### config.mk
export PLATFORM = sky130hd
export DESIGN_NAME = downscale_top
export DESIGN_NICKNAME = d
export VERILOG_FILES = /design/src/source/downscale_pkg.sv /design/src/source/pixel_stream_if.sv /design/src/source/downscale_top.sv /design/src/source/block_average.sv /design/src/source/line_pair_buffer.sv /design/src/source/pixel_pair_sum.sv /design/src/source/raster_counter.sv /design/src/source/uart_tx.sv /design/src/source/uart_rx.sv
export SDC_FILE = /design/constraint.sdc
export NUM_CORES = 1
export LEC_CHECK = 0
export BUFFER_PORTS_ARGS = -buffer_cell sky130_fd_sc_hd__buf_2
export CORE_MARGIN = 2
export CORE_UTILIZATION = 48
export CTS_CLUSTER_SIZE = 10
export DETAILED_ROUTE_END_ITERATION = 7
export PLACE_DENSITY_LB_ADDON = 0.3
export SYNTH_ARGS = -nofsm -noshare
export SYNTH_HDL_FRONTEND = slang
export SYNTH_SLANG_ARGS = --single-unit
### constraint.sdc
create_clock -name clk_100mhz -period 7.48 [get_ports clk_100mhz]
set_input_delay 0.748 -clock clk_100mhz [delete_from_list [all_inputs] [get_ports clk_100mhz]]
set_output_delay 0.748 -clock clk_100mhz [all_outputs]
set_load 0.05 [all_outputs]
### src/source/downscale_pkg.sv
package downscale_pkg;

    // bit widths of the values that travel through the design
    localparam int PIXEL_W = 8;
    localparam int COORD_W = 11;                // same width as the column and row counters
    localparam int PAIR_SUM_W = PIXEL_W + 1;
    localparam int BLOCK_SUM_W = PIXEL_W + 2;   // four pixels of 255 still fit

    // one grayscale pixel
    typedef logic [PIXEL_W-1:0] pixel_t;

    // column or row index
    typedef logic [COORD_W-1:0] coord_t;

    // sum of two horizontally adjacent pixels
    typedef logic [PAIR_SUM_W-1:0] pair_sum_t;

    // sum of a full 2x2 block
    typedef logic [BLOCK_SUM_W-1:0] block_sum_t;

    // shared by the receiver and the transmitter FSMs
    typedef enum logic [1:0] {
        UART_IDLE,
        UART_START,
        UART_DATA,
        UART_STOP
    } uart_state_e;

endpackage
### src/source/pixel_stream_if.sv
`timescale 1ns/1ps

interface pixel_stream_if import downscale_pkg::*; ();

    pixel_t pix;     // pixel value
    coord_t x;       // column of the pixel
    coord_t y;       // row of the pixel
    logic   valid;   // single cycle strobe

    // raster counter drives the stream
    modport source (
        output pix,
        output x,
        output y,
        output valid
    );

    // pair summer and line buffer both listen
    modport sink (
        input pix,
        input x,
        input y,
        input valid
    );

endinterface

### src/source/downscale_top.sv
`timescale 1ns/1ps

module downscale_top import downscale_pkg::*; #(
    parameter int CLKS_PER_BAUD = 33,
    parameter int IMG_WIDTH     = 64,
    parameter int IMG_HEIGHT    = 64
) (
    input  logic clk_100mhz,
    input  logic arst_n_i,
    input  logic uart_rxd_i,
    output logic uart_txd_o,
    output logic frame_done_o,
    output logic frame_err_o
);

    pixel_t    rx_data;
    logic      rx_valid;
    pair_sum_t row_sum;
    logic      row_valid;
    pair_sum_t line_sum;
    logic      line_valid;
    pixel_t    tx_data;
    logic      tx_start;

    pixel_stream_if pixel_stream ();   // coordinate tagged input pixels

    uart_rx #(.CLKS_PER_BAUD(CLKS_PER_BAUD)) uart_rx_i (
        .clk_100mhz  (clk_100mhz),
        .arst_n_i    (arst_n_i),
        .rxd_i       (uart_rxd_i),
        .data_o      (rx_data),
        .valid_o     (rx_valid),
        .frame_err_o (frame_err_o)
    );

    raster_counter #(
        .IMG_WIDTH  (IMG_WIDTH),
        .IMG_HEIGHT (IMG_HEIGHT)
    ) raster_counter_i (
        .clk_100mhz   (clk_100mhz),
        .arst_n_i     (arst_n_i),
        .data_i       (rx_data),
        .valid_i      (rx_valid),
        .stream_o     (pixel_stream.source),
        .frame_done_o (frame_done_o)
    );

    // these two run side by side on the same stream
    pixel_pair_sum pixel_pair_sum_i (
        .clk_100mhz  (clk_100mhz),
        .arst_n_i    (arst_n_i),
        .stream_i    (pixel_stream.sink),
        .sum_o       (row_sum),
        .sum_valid_o (row_valid)
    );

    line_pair_buffer #(.IMG_WIDTH(IMG_WIDTH)) line_pair_buffer_i (
        .clk_100mhz  (clk_100mhz),
        .arst_n_i    (arst_n_i),
        .stream_i    (pixel_stream.sink),
        .sum_o       (line_sum),
        .sum_valid_o (line_valid)
    );

    block_average block_average_i (
        .clk_100mhz   (clk_100mhz),
        .arst_n_i     (arst_n_i),
        .row_sum_i    (row_sum),
        .row_valid_i  (row_valid),
        .line_sum_i   (line_sum),
        .line_valid_i (line_valid),
        .tx_data_o    (tx_data),
        .tx_start_o   (tx_start)
    );

    uart_tx #(.CLKS_PER_BAUD(CLKS_PER_BAUD)) uart_tx_i (
        .clk_100mhz (clk_100mhz),
        .arst_n_i   (arst_n_i),
        .data_i     (tx_data),
        .start_i    (tx_start),
        .busy_o     (),   // never busy when a new start arrives
        .txd_o      (uart_txd_o)
    );

endmodule

### src/source/block_average.sv
`timescale 1ns/1ps

module block_average import downscale_pkg::*; (
    input  logic      clk_100mhz,
    input  logic      arst_n_i,
    input  pair_sum_t row_sum_i,
    input  logic      row_valid_i,
    input  pair_sum_t line_sum_i,
    input  logic      line_valid_i,
    output pixel_t    tx_data_o,
    output logic      tx_start_o
);

    pair_sum_t  line_term;
    block_sum_t block_sum;

    // both valids come in the same cycle, the line sum only counts when it is valid
    assign line_term = line_valid_i ? line_sum_i : '0;

    assign block_sum = block_sum_t'(row_sum_i) + block_sum_t'(line_term);

    always_ff @(posedge clk_100mhz) begin
        if (row_valid_i) begin
            tx_data_o <= block_sum[BLOCK_SUM_W-1:2];   // divide by four, rounded down
        end
    end

    always_ff @(posedge clk_100mhz or negedge arst_n_i) begin
        if (!arst_n_i) begin
            tx_start_o <= 1'b0;
        end else begin
            tx_start_o <= row_valid_i;   // single cycle start for the transmitter
        end
    end

endmodule

### src/source/line_pair_buffer.sv
`timescale 1ns/1ps

module line_pair_buffer import downscale_pkg::*; #(
    parameter int IMG_WIDTH = 64
) (
    input  logic           clk_100mhz,
    input  logic           arst_n_i,
    pixel_stream_if.sink   stream_i,
    output pair_sum_t      sum_o,
    output logic           sum_valid_o
);

    localparam int ADDR_W = $clog2(IMG_WIDTH);

    pixel_t            line_mem [IMG_WIDTH];   // one full even row
    logic [ADDR_W-1:0] addr;
    logic [ADDR_W-1:0] even_addr;
    logic              wr_en;
    logic              rd_en;

    assign addr      = stream_i.x[ADDR_W-1:0];
    assign even_addr = addr & ~ADDR_W'(1);   // left pixel of the pair

    assign wr_en = stream_i.valid && !stream_i.y[0];
    assign rd_en = stream_i.valid && stream_i.y[0] && stream_i.x[0];

    always_ff @(posedge clk_100mhz) begin
        if (wr_en) begin
            line_mem[addr] <= stream_i.pix;
        end
    end

    // asynchronous read, so the sum lines up with the pair summer
    always_ff @(posedge clk_100mhz) begin
        if (rd_en) begin
            sum_o <= pair_sum_t'(line_mem[even_addr]) + pair_sum_t'(line_mem[addr]);
        end
    end

    always_ff @(posedge clk_100mhz or negedge arst_n_i) begin
        if (!arst_n_i) begin
            sum_valid_o <= 1'b0;
        end else begin
            sum_valid_o <= rd_en;
        end
    end

endmodule

### src/source/pixel_pair_sum.sv
`timescale 1ns/1ps

module pixel_pair_sum import downscale_pkg::*; (
    input  logic           clk_100mhz,
    input  logic           arst_n_i,
    pixel_stream_if.sink   stream_i,
    output pair_sum_t      sum_o,
    output logic           sum_valid_o
);

    pixel_t even_pix;   // left pixel of the current pair
    logic   take_even;
    logic   take_odd;

    // only odd rows matter, the even row goes to the line buffer
    assign take_even = stream_i.valid && stream_i.y[0] && !stream_i.x[0];
    assign take_odd  = stream_i.valid && stream_i.y[0] && stream_i.x[0];

    always_ff @(posedge clk_100mhz) begin
        if (take_even) begin
            even_pix <= stream_i.pix;
        end
        if (take_odd) begin
            sum_o <= pair_sum_t'(even_pix) + pair_sum_t'(stream_i.pix);
        end
    end

    always_ff @(posedge clk_100mhz or negedge arst_n_i) begin
        if (!arst_n_i) begin
            sum_valid_o <= 1'b0;
        end else begin
            sum_valid_o <= take_odd;   // one cycle after the stream strobe
        end
    end

endmodule

### src/source/raster_counter.sv
`timescale 1ns/1ps

module raster_counter import downscale_pkg::*; #(
    parameter int IMG_WIDTH  = 64,
    parameter int IMG_HEIGHT = 64
) (
    input  logic                  clk_100mhz,
    input  logic                  arst_n_i,
    input  pixel_t                data_i,
    input  logic                  valid_i,
    pixel_stream_if.source        stream_o,
    output logic                  frame_done_o
);

    coord_t x_cnt;    // column of the next byte
    coord_t y_cnt;    // row of the next byte
    logic   last_col;
    logic   last_row;

    assign last_col = (x_cnt == coord_t'(IMG_WIDTH - 1));
    assign last_row = (y_cnt == coord_t'(IMG_HEIGHT - 1));

    always_ff @(posedge clk_100mhz or negedge arst_n_i) begin
        if (!arst_n_i) begin
            x_cnt          <= '0;
            y_cnt          <= '0;
            stream_o.pix   <= '0;
            stream_o.x     <= '0;
            stream_o.y     <= '0;
            stream_o.valid <= 1'b0;
            frame_done_o   <= 1'b0;
        end else begin
            stream_o.valid <= valid_i;
            frame_done_o   <= valid_i && last_col && last_row;   // with the last pixel
            if (valid_i) begin
                stream_o.pix <= data_i;
                stream_o.x   <= x_cnt;
                stream_o.y   <= y_cnt;
                if (last_col) begin
                    x_cnt <= '0;
                    y_cnt <= last_row ? coord_t'(0) : y_cnt + coord_t'(1);
                end else begin
                    x_cnt <= x_cnt + coord_t'(1);
                end
            end
        end
    end

endmodule

### src/source/uart_tx.sv
`timescale 1ns/1ps

module uart_tx import downscale_pkg::*; #(
    parameter int CLKS_PER_BAUD = 33
) (
    input  logic   clk_100mhz,
    input  logic   arst_n_i,
    input  pixel_t data_i,
    input  logic   start_i,
    output logic   busy_o,
    output logic   txd_o
);

    localparam int CNT_W = $clog2(CLKS_PER_BAUD + 1);

    uart_state_e      state;
    logic [CNT_W-1:0] baud_cnt;
    logic [2:0]       bit_idx;
    pixel_t           shift_reg;
    logic             baud_end;

    assign baud_end = (baud_cnt == CNT_W'(CLKS_PER_BAUD - 1));

    always_ff @(posedge clk_100mhz or negedge arst_n_i) begin
        if (!arst_n_i) begin
            state     <= UART_IDLE;
            baud_cnt  <= '0;
            bit_idx   <= '0;
            shift_reg <= '0;
            txd_o     <= 1'b1;   // line idles high
        end else begin
            case (state)
                UART_IDLE: begin
                    if (start_i) begin
                        shift_reg <= data_i;
                        baud_cnt  <= '0;
                        txd_o     <= 1'b0;   // start bit from the next cycle on
                        state     <= UART_START;
                    end
                end
                UART_START: begin
                    if (baud_end) begin
                        baud_cnt  <= '0;
                        bit_idx   <= '0;
                        txd_o     <= shift_reg[0];
                        shift_reg <= shift_reg >> 1;
                        state     <= UART_DATA;
                    end else begin
                        baud_cnt <= baud_cnt + 1'b1;
                    end
                end
                UART_DATA: begin
                    if (baud_end) begin
                        baud_cnt <= '0;
                        bit_idx  <= bit_idx + 3'd1;
                        if (bit_idx == 3'd7) begin
                            txd_o <= 1'b1;   // stop bit
                            state <= UART_STOP;
                        end else begin
                            txd_o     <= shift_reg[0];
                            shift_reg <= shift_reg >> 1;
                        end
                    end else begin
                        baud_cnt <= baud_cnt + 1'b1;
                    end
                end
                UART_STOP: begin
                    if (baud_end) begin
                        baud_cnt <= '0;
                        state    <= UART_IDLE;
                    end else begin
                        baud_cnt <= baud_cnt + 1'b1;
                    end
                end
                default: state <= UART_IDLE;
            endcase
        end
    end

    assign busy_o = (state != UART_IDLE);

endmodule

### src/source/uart_rx.sv
`timescale 1ns/1ps

module uart_rx import downscale_pkg::*; #(
    parameter int CLKS_PER_BAUD = 33
) (
    input  logic   clk_100mhz,
    input  logic   arst_n_i,
    input  logic   rxd_i,
    output pixel_t data_o,
    output logic   valid_o,
    output logic   frame_err_o
);

    localparam int CNT_W = $clog2(CLKS_PER_BAUD + 1);
    localparam int HALF_BAUD = CLKS_PER_BAUD / 2;

    logic             rxd_meta;
    logic             rxd_sync;
    logic             rxd_prev;
    uart_state_e      state;
    logic [CNT_W-1:0] baud_cnt;
    logic [2:0]       bit_idx;
    pixel_t           shift_reg;
    logic             baud_end;

    // two flop synchronizer, then one more flop for edge detection
    always_ff @(posedge clk_100mhz or negedge arst_n_i) begin
        if (!arst_n_i) begin
            rxd_meta <= 1'b1;
            rxd_sync <= 1'b1;
            rxd_prev <= 1'b1;
        end else begin
            rxd_meta <= rxd_i;
            rxd_sync <= rxd_meta;
            rxd_prev <= rxd_sync;
        end
    end

    assign baud_end = (baud_cnt == CNT_W'(CLKS_PER_BAUD - 1));

    always_ff @(posedge clk_100mhz or negedge arst_n_i) begin
        if (!arst_n_i) begin
            state       <= UART_IDLE;
            baud_cnt    <= '0;
            bit_idx     <= '0;
            shift_reg   <= '0;
            valid_o     <= 1'b0;
            frame_err_o <= 1'b0;
        end else begin
            valid_o     <= 1'b0;
            frame_err_o <= 1'b0;
            case (state)
                UART_IDLE: begin
                    if (rxd_prev && !rxd_sync) begin   // falling edge, start bit begins
                        baud_cnt <= '0;
                        state    <= UART_START;
                    end
                end
                UART_START: begin
                    // wait half a bit so the later samples land mid bit
                    if (baud_cnt == CNT_W'(HALF_BAUD - 1)) begin
                        baud_cnt <= '0;
                        bit_idx  <= '0;
                        state    <= rxd_sync ? UART_IDLE : UART_DATA;   // high here is a glitch
                    end else begin
                        baud_cnt <= baud_cnt + 1'b1;
                    end
                end
                UART_DATA: begin
                    if (baud_end) begin
                        baud_cnt  <= '0;
                        shift_reg <= {rxd_sync, shift_reg[7:1]};   // lsb first
                        bit_idx   <= bit_idx + 3'd1;
                        if (bit_idx == 3'd7) begin
                            state <= UART_STOP;
                        end
                    end else begin
                        baud_cnt <= baud_cnt + 1'b1;
                    end
                end
                UART_STOP: begin
                    if (baud_end) begin
                        baud_cnt    <= '0;
                        valid_o     <= rxd_sync;
                        frame_err_o <= !rxd_sync;   // low stop bit, byte dropped
                        state       <= UART_IDLE;
                    end else begin
                        baud_cnt <= baud_cnt + 1'b1;
                    end
                end
                default: state <= UART_IDLE;
            endcase
        end
    end

    assign data_o = shift_reg;

endmodule

# After elaboration in Yosys (flattened, before gate mapping)
# Memories as Yosys holds them, arrays and structs flattened.
# Cells that the tools add are included.
# word_totals
register_bits	119
ramBits	512
in_bits	3
out_inout_bits	3
wordCells	131
n_memories	1
# op_classes
add_sub_neg	9
n_eq_ne	24
n_mux	45
reduce_logical	25
# memory_table
name	depth	width	read_ports	rd_clocked_by_memory_dff	write_ports	line	text
line_pair_buffer_i.line_mem	64	8	2	0	1	line_pair_buffer.sv:15	pixel_t line_mem [IMG_WIDTH];
# op_table
operator	count
$mux 8	4
$mux 6	5
$pmux 8 s3	1
$add 11x1->11 const B	2
$eq 11x6->1 const B	2
$mux 11	2
$mux 2	11
$add 8x8->9	2
$ne 2x1->1 const B	9
$pmux 6 s3	1
$pmux 2 s4	2
$reduce_and 5->1	3
$add 6x1->6 const B	2
$eq 6x6->1 const B	2
$mux 3	4
$pmux 3 s2	2
$pmux 6 s2	1
$add 9x9->10	1
$mux 1	10
$mux 9	1
$eq 2x2->1 const B	4
$logic_and 1x1->1	7
$add 3x1->3 const B	2
$eq 3x3->1 const B	2
other kinds (13)	21

# Depth between registers and ports, before layout
# depth
word_depth	4
depth_mapped	17
depth_no_buf	13

# Modules after synthesis
# A second synthesis with hierarchy kept.
# hier_totals
hier_cells	1598
area_unflattened_um2	27772.9
# by_module_without_submodules
mod	n_inst	cells_each	area_each_um2	seq_area_each_um2
line_pair_buffer	1	1137	21834.7	15670.0
raster_counter	1	165	2219.6	1351.3
uart_tx	1	99	1139.8	501.7
uart_rx	1	87	1097.3	604.3
pixel_pair_sum	1	59	854.6	535.5
block_average	1	51	626.9	265.3

# Worst setup path before layout
# OpenSTA, ideal clock, no wires.
# synth_path
path_kind	register to register
from	register raster_counter_i.stream_o.x[0]
to	register line_pair_buffer_i.sum_o[8], data pin
setup_time_ps	265
t_arrival_ps	3214
required_ps	7215
slack_ps	4001
stages_incl_launch_ff	16
path_buffers	3
path_cell_list	dfrtp_1 -> buf_4 -> buf_6 -> buf_4 -> mux4_2 -> mux2i_1 -> o22ai_1 -> a211oi_1 -> nand3_1 -> ha_1 -> fa_1 -> a21o_1 -> a21oi_1 -> o21bai_1 -> a21oi_1 -> o21ai_0
# synth_via
elab_chain_cells	2
# synth_lines
item	line	text
start: declaration	pixel_stream_if.sv:13	output x,
start signal: assignment	raster_counter.sv:37	stream_o.x <= x_cnt;
$mem_v2 64x8	-	
$add 8x8->9	line_pair_buffer.sv:36	sum_o <= pair_sum_t'(line_mem[even_addr]) + pair_sum_t'(line_mem[addr]);
end signal: assignment	line_pair_buffer.sv:36	
end: declaration	line_pair_buffer.sv:9	output pair_sum_t sum_o,
# Every way passes these cells.
# A chain may end at the register's enable or synchronous reset.

# Final worst setup path
# Ends and elaborated chain as after synthesis.

==> summary.txt <==
Hold path
  – Hold endpoint: uart_rx_i.rxd_meta
  – Depth of the worst hold-timing path: 1
  – HP Class: primary input to flip-flop
  – Worst Hold Launch: uart_rxd_i

Route
  – DRT Pass-1 Iters: 5
  – Vias per inst: 6.257
  – DR iter-0 viols: 2097
  – DRC: 0
  – Antenna viol nets, final: 0
  – DR vias: 15900
  – Wirelength, routed: 69800 um
  – WL/cell: 27.47 um

GRT
  – Vias in the first global route: 15460
  – GRT Overall Usage: 0.2396
  – Initial antenna violation count: 1
  – GRT overflow: 0
  – Pin count of the biggest net entering global routing: 80
  – First-pass GRT wire length: 103600 um

Setup path
  – Worst-case reg-to-reg path depth: 13
  – Element type at the critical path end: flip-flop
  – Worst path required time: 7.83 ns
  – Buffer and inverter count on the worst path: 1
  – Worst setup SP type: flip-flop
  – CP Max Fanout: 49
  – Slowest-stage cell, CP: dfrtp_4
  – Worst setup path class: flip-flop to flip-flop
  – Crit-path max cell delay: 0.94 ns
  – Most common cell on crit path: a21oi_1
  – End of the worst register-to-register path: line_pair_buffer_i.sum_o[8]
  – Critical Path, Cell by Cell: buf_4 -> mux4_2 -> mux2i_1 -> o22ai_1 -> a211oi_1 -> nand3_1 -> ha_1 -> fa_1 -> a21o_1 -> a21oi_1 -> o21bai_1 -> a21oi_1 -> o21ai_0
  – Crit path DAT: 5.15 ns
  – Worst R2R Setup Slack: 2.68 ns
  – Worst reg2reg path startpoint: raster_counter_i.stream_o.x[0]
  – CP top delay family: compound AO/OA/AOI/OAI gates

Finish
  – Biggest regs: line_pair_buffer_i.line_mem (512), raster_counter_i.x_cnt (11), raster_counter_i.y_cnt (11)
  – ANT cells: 0
  – Largest reg by FF count: line_pair_buffer_i.line_mem
  – Nets: 1802
  – Share of layout cells above drive strength 1: 0.1574
  – Area growth syn-to-layout: 10.10%
  – Largest register FFs: 512

Power
  – Leak: 0.008775 uW
  – Worst VDD drop: 0.2015 mV
  – PD cells: 236.3 mW/mm2
  – Design Power: 7108 uW

Clock network
  – Worst-Skew Late Latency: 0.62 ns
  – Setup bufs post-CTS: 0
  – Number of H-tree levels: 3
  – CTS clk-pin slew, worst paths: 0.06 ns
  – Gates resized, CTS repair: 0
  – Clock sinks: 631
  – CTS tree: done
  – CTS Buffer Depth: 3
  – CTS Buf Count: 74
  – CTS Root Cell: clkbuf_16

Floorplan
  – Die Width: 242.6 um
  – Io pins: 6
  – Starting Density: 0.4854
  – Die area: 0.05884 mm2
  – Die height: 242.6 um
  – Row cnt: 87
  – Core box area: 0.05628 mm2

Placed design
  – Post-DP HPWL: 43840 um
  – Port bufs: 5
  – Placer Congestion: 0.9351

Synthesis
  – Synth top cells by count: 546 x edfxtp_1, 130 x nand2_1, 130 x nor2_1
  – Avg Cell Area, Syn: 15.77 um2
  – Post-synth EDFFs: 546
  – Yosys top cell area share: 0.6002
  – FFs w/ async S/R, synth: 0.1347
  – Ys Warns: 0
  – Synth Flop Type: edfxtp_1
  – Post-synthesis cell type count: 75
  – #FFs+latches synth: 631
  – Synth top area cells: edfxtp_1 60%, dfrtp_1 7.4%, mux4_2 6.8%
  – Syn Inst Count: 1732
  – Syn_nets: 1780
  – Library cell with the highest instance count after synthesis: edfxtp_1
  – Area leader, netlist: edfxtp_1
  – Register area share after synthesis: 0.6782
  – Synth Cell Area: 0.02732 mm2

Timing
  – Final Setup Violations: 0
  – RSZ-0062 raised after global routing: no
  – Slew headroom: 0.02296
  – Setup TNS: 0 ns
  – Worst slew pin tran: 1.463 ns
  – Fraction of the cycle the final worst path needs: 0.6415
  – Max Slew Vio Count: 0
  – Achievable Freq: 208.4 MHz
  – Crit path time final: 4.799 ns
  – Clock Skews: 0.01744 ns
  – Final hold vios: 0

Flow run
  – Max-cap check violation count: 0

Run status
  – Status: complete, no violations
[power breakdown]
part | internal, uW | switching, uW | total, uW
Combinational | 42.0 | 74.9 | 117
Clock | 1840 | 1340 | 3190
Sequential | 3790 | 12.6 | 3800
[cells by family (layout without fill, tap and decap cells)]
family	Yosys count	after routing	share of synthesized area
multiplexers	236	236	0.1335
adder cells (fa/ha/maj)	45	45	0.02116
AO/OA/AOI/OAI	282	282	0.06660
buffers and inverters	113	166	0.02331
AND/OR/NAND/NOR	390	390	0.06596
XOR/XNOR	35	35	0.01122
flip-flops	631	631	0.6782
[cell usage in the layout, fill, tap and decap left out, types with 6 or more instances in the layout]
cell type	count
mux2i_1	88
nand4_1	12
mux4_1	11
a211oi_1	13
a221oi_1	22
buf_4	30
a21o_1	10
a22o_1	6
a31oi_1	9
nor2_1	130
dfrtp_1	70
xor2_1	10
nand3_1	26
a21oi_1	60
o211ai_1	11
ha_1	43
a22oi_1	22
nand2_1	130
xnor2_1	25
o21ai_0	78
nor3_1	13
or3_1	6
nand2b_1	11
and3_1	12
mux4_2	83
dfrtp_2	8
clkbuf_16	76
and2_1	8
mux2_2	52
o22ai_1	18
edfxtp_1	546
inv_1	21
nor2b_1	15
clkbuf_1	23
[how the worst max path moves through the flow]
stage / from / to / slack [ns] / cells after the start
final: raster_counter_i.stream_o.x[0] / line_pair_buffer_i.sum_o[8] / 2.68 / 13
after global routing: raster_counter_i.stream_o.x[0] / line_pair_buffer_i.sum_o[8] / 2.40 / 13
after CTS: raster_counter_i.stream_o.x[1] / line_pair_buffer_i.sum_o[7] / 2.70 / 13
after detailed placement: raster_counter_i.stream_o.x[0] / line_pair_buffer_i.sum_o[8] / 2.73 / 13
after global placement: raster_counter_i.stream_o.x[1] / line_pair_buffer_i.sum_o[7] / 2.79 / 13
after floorplan: raster_counter_i.stream_o.x[0] / line_pair_buffer_i.sum_o[8] / 4.00 / 15
[routing by layer]
metal	up-vias	track usage	wire, um
met5	-	0	16
met3	153	0.05362	6769
li1	6824	-	-
met4	2	0.1049	2876
met1	8070	0.3394	28350
met2	850	0.3578	31780
[worst reg2reg max path, stage by stage (launching register included)]
cell	delay, ns
dfrtp_4	0.94
buf_4	0.55
mux4_2	0.57
mux2i_1	0.24
o22ai_1	0.18
a211oi_1	0.29
nand3_1	0.11
ha_1	0.24
fa_1	0.47
a21o_1	0.20
a21oi_1	0.25
o21bai_1	0.10
a21oi_1	0.22
o21ai_0	0.14
[metrics by stage]
| step | cell area, um2 | cells | util | hold WS (ns) | setup WS [ns] |
|---|---|---|---|---|---|
| final | 30080 | 2541 | 0.5344 | 0.2287 | 2.681 |
| after global routing | 30080 | 2541 | 0.5344 | 0.2006 | 2.396 |
| after CTS | 30080 | 2541 | 0.5344 | 0.1949 | 2.703 |
| after detailed placement | 28000 | 2433 | 0.4975 | 0.3518 | 2.735 |
| after global placement | 28000 | 2433 | 0.4975 | 0.3511 | 2.793 |
| after floorplan | 27320 | 1732 | - | 0.3452 | 4.001 |
[final cells by class]
class,count,area (um2)
tap,756,945.9
timing repair buffer,36,275.3
fill,4512,26200
clock inverter,8,80.08
sequential,631,18550
clock buffer,99,1988
multi-input combinational,988,8153
inverter,23,86.33
[what timing repair did]
item | CTS | global route
hold buffers | 1 | 0
endpoints found under the hold margin | 9 | 0
setup endpoints to repair | 0 | 0
No activity file was read; power rests on OpenSTA's default activity.
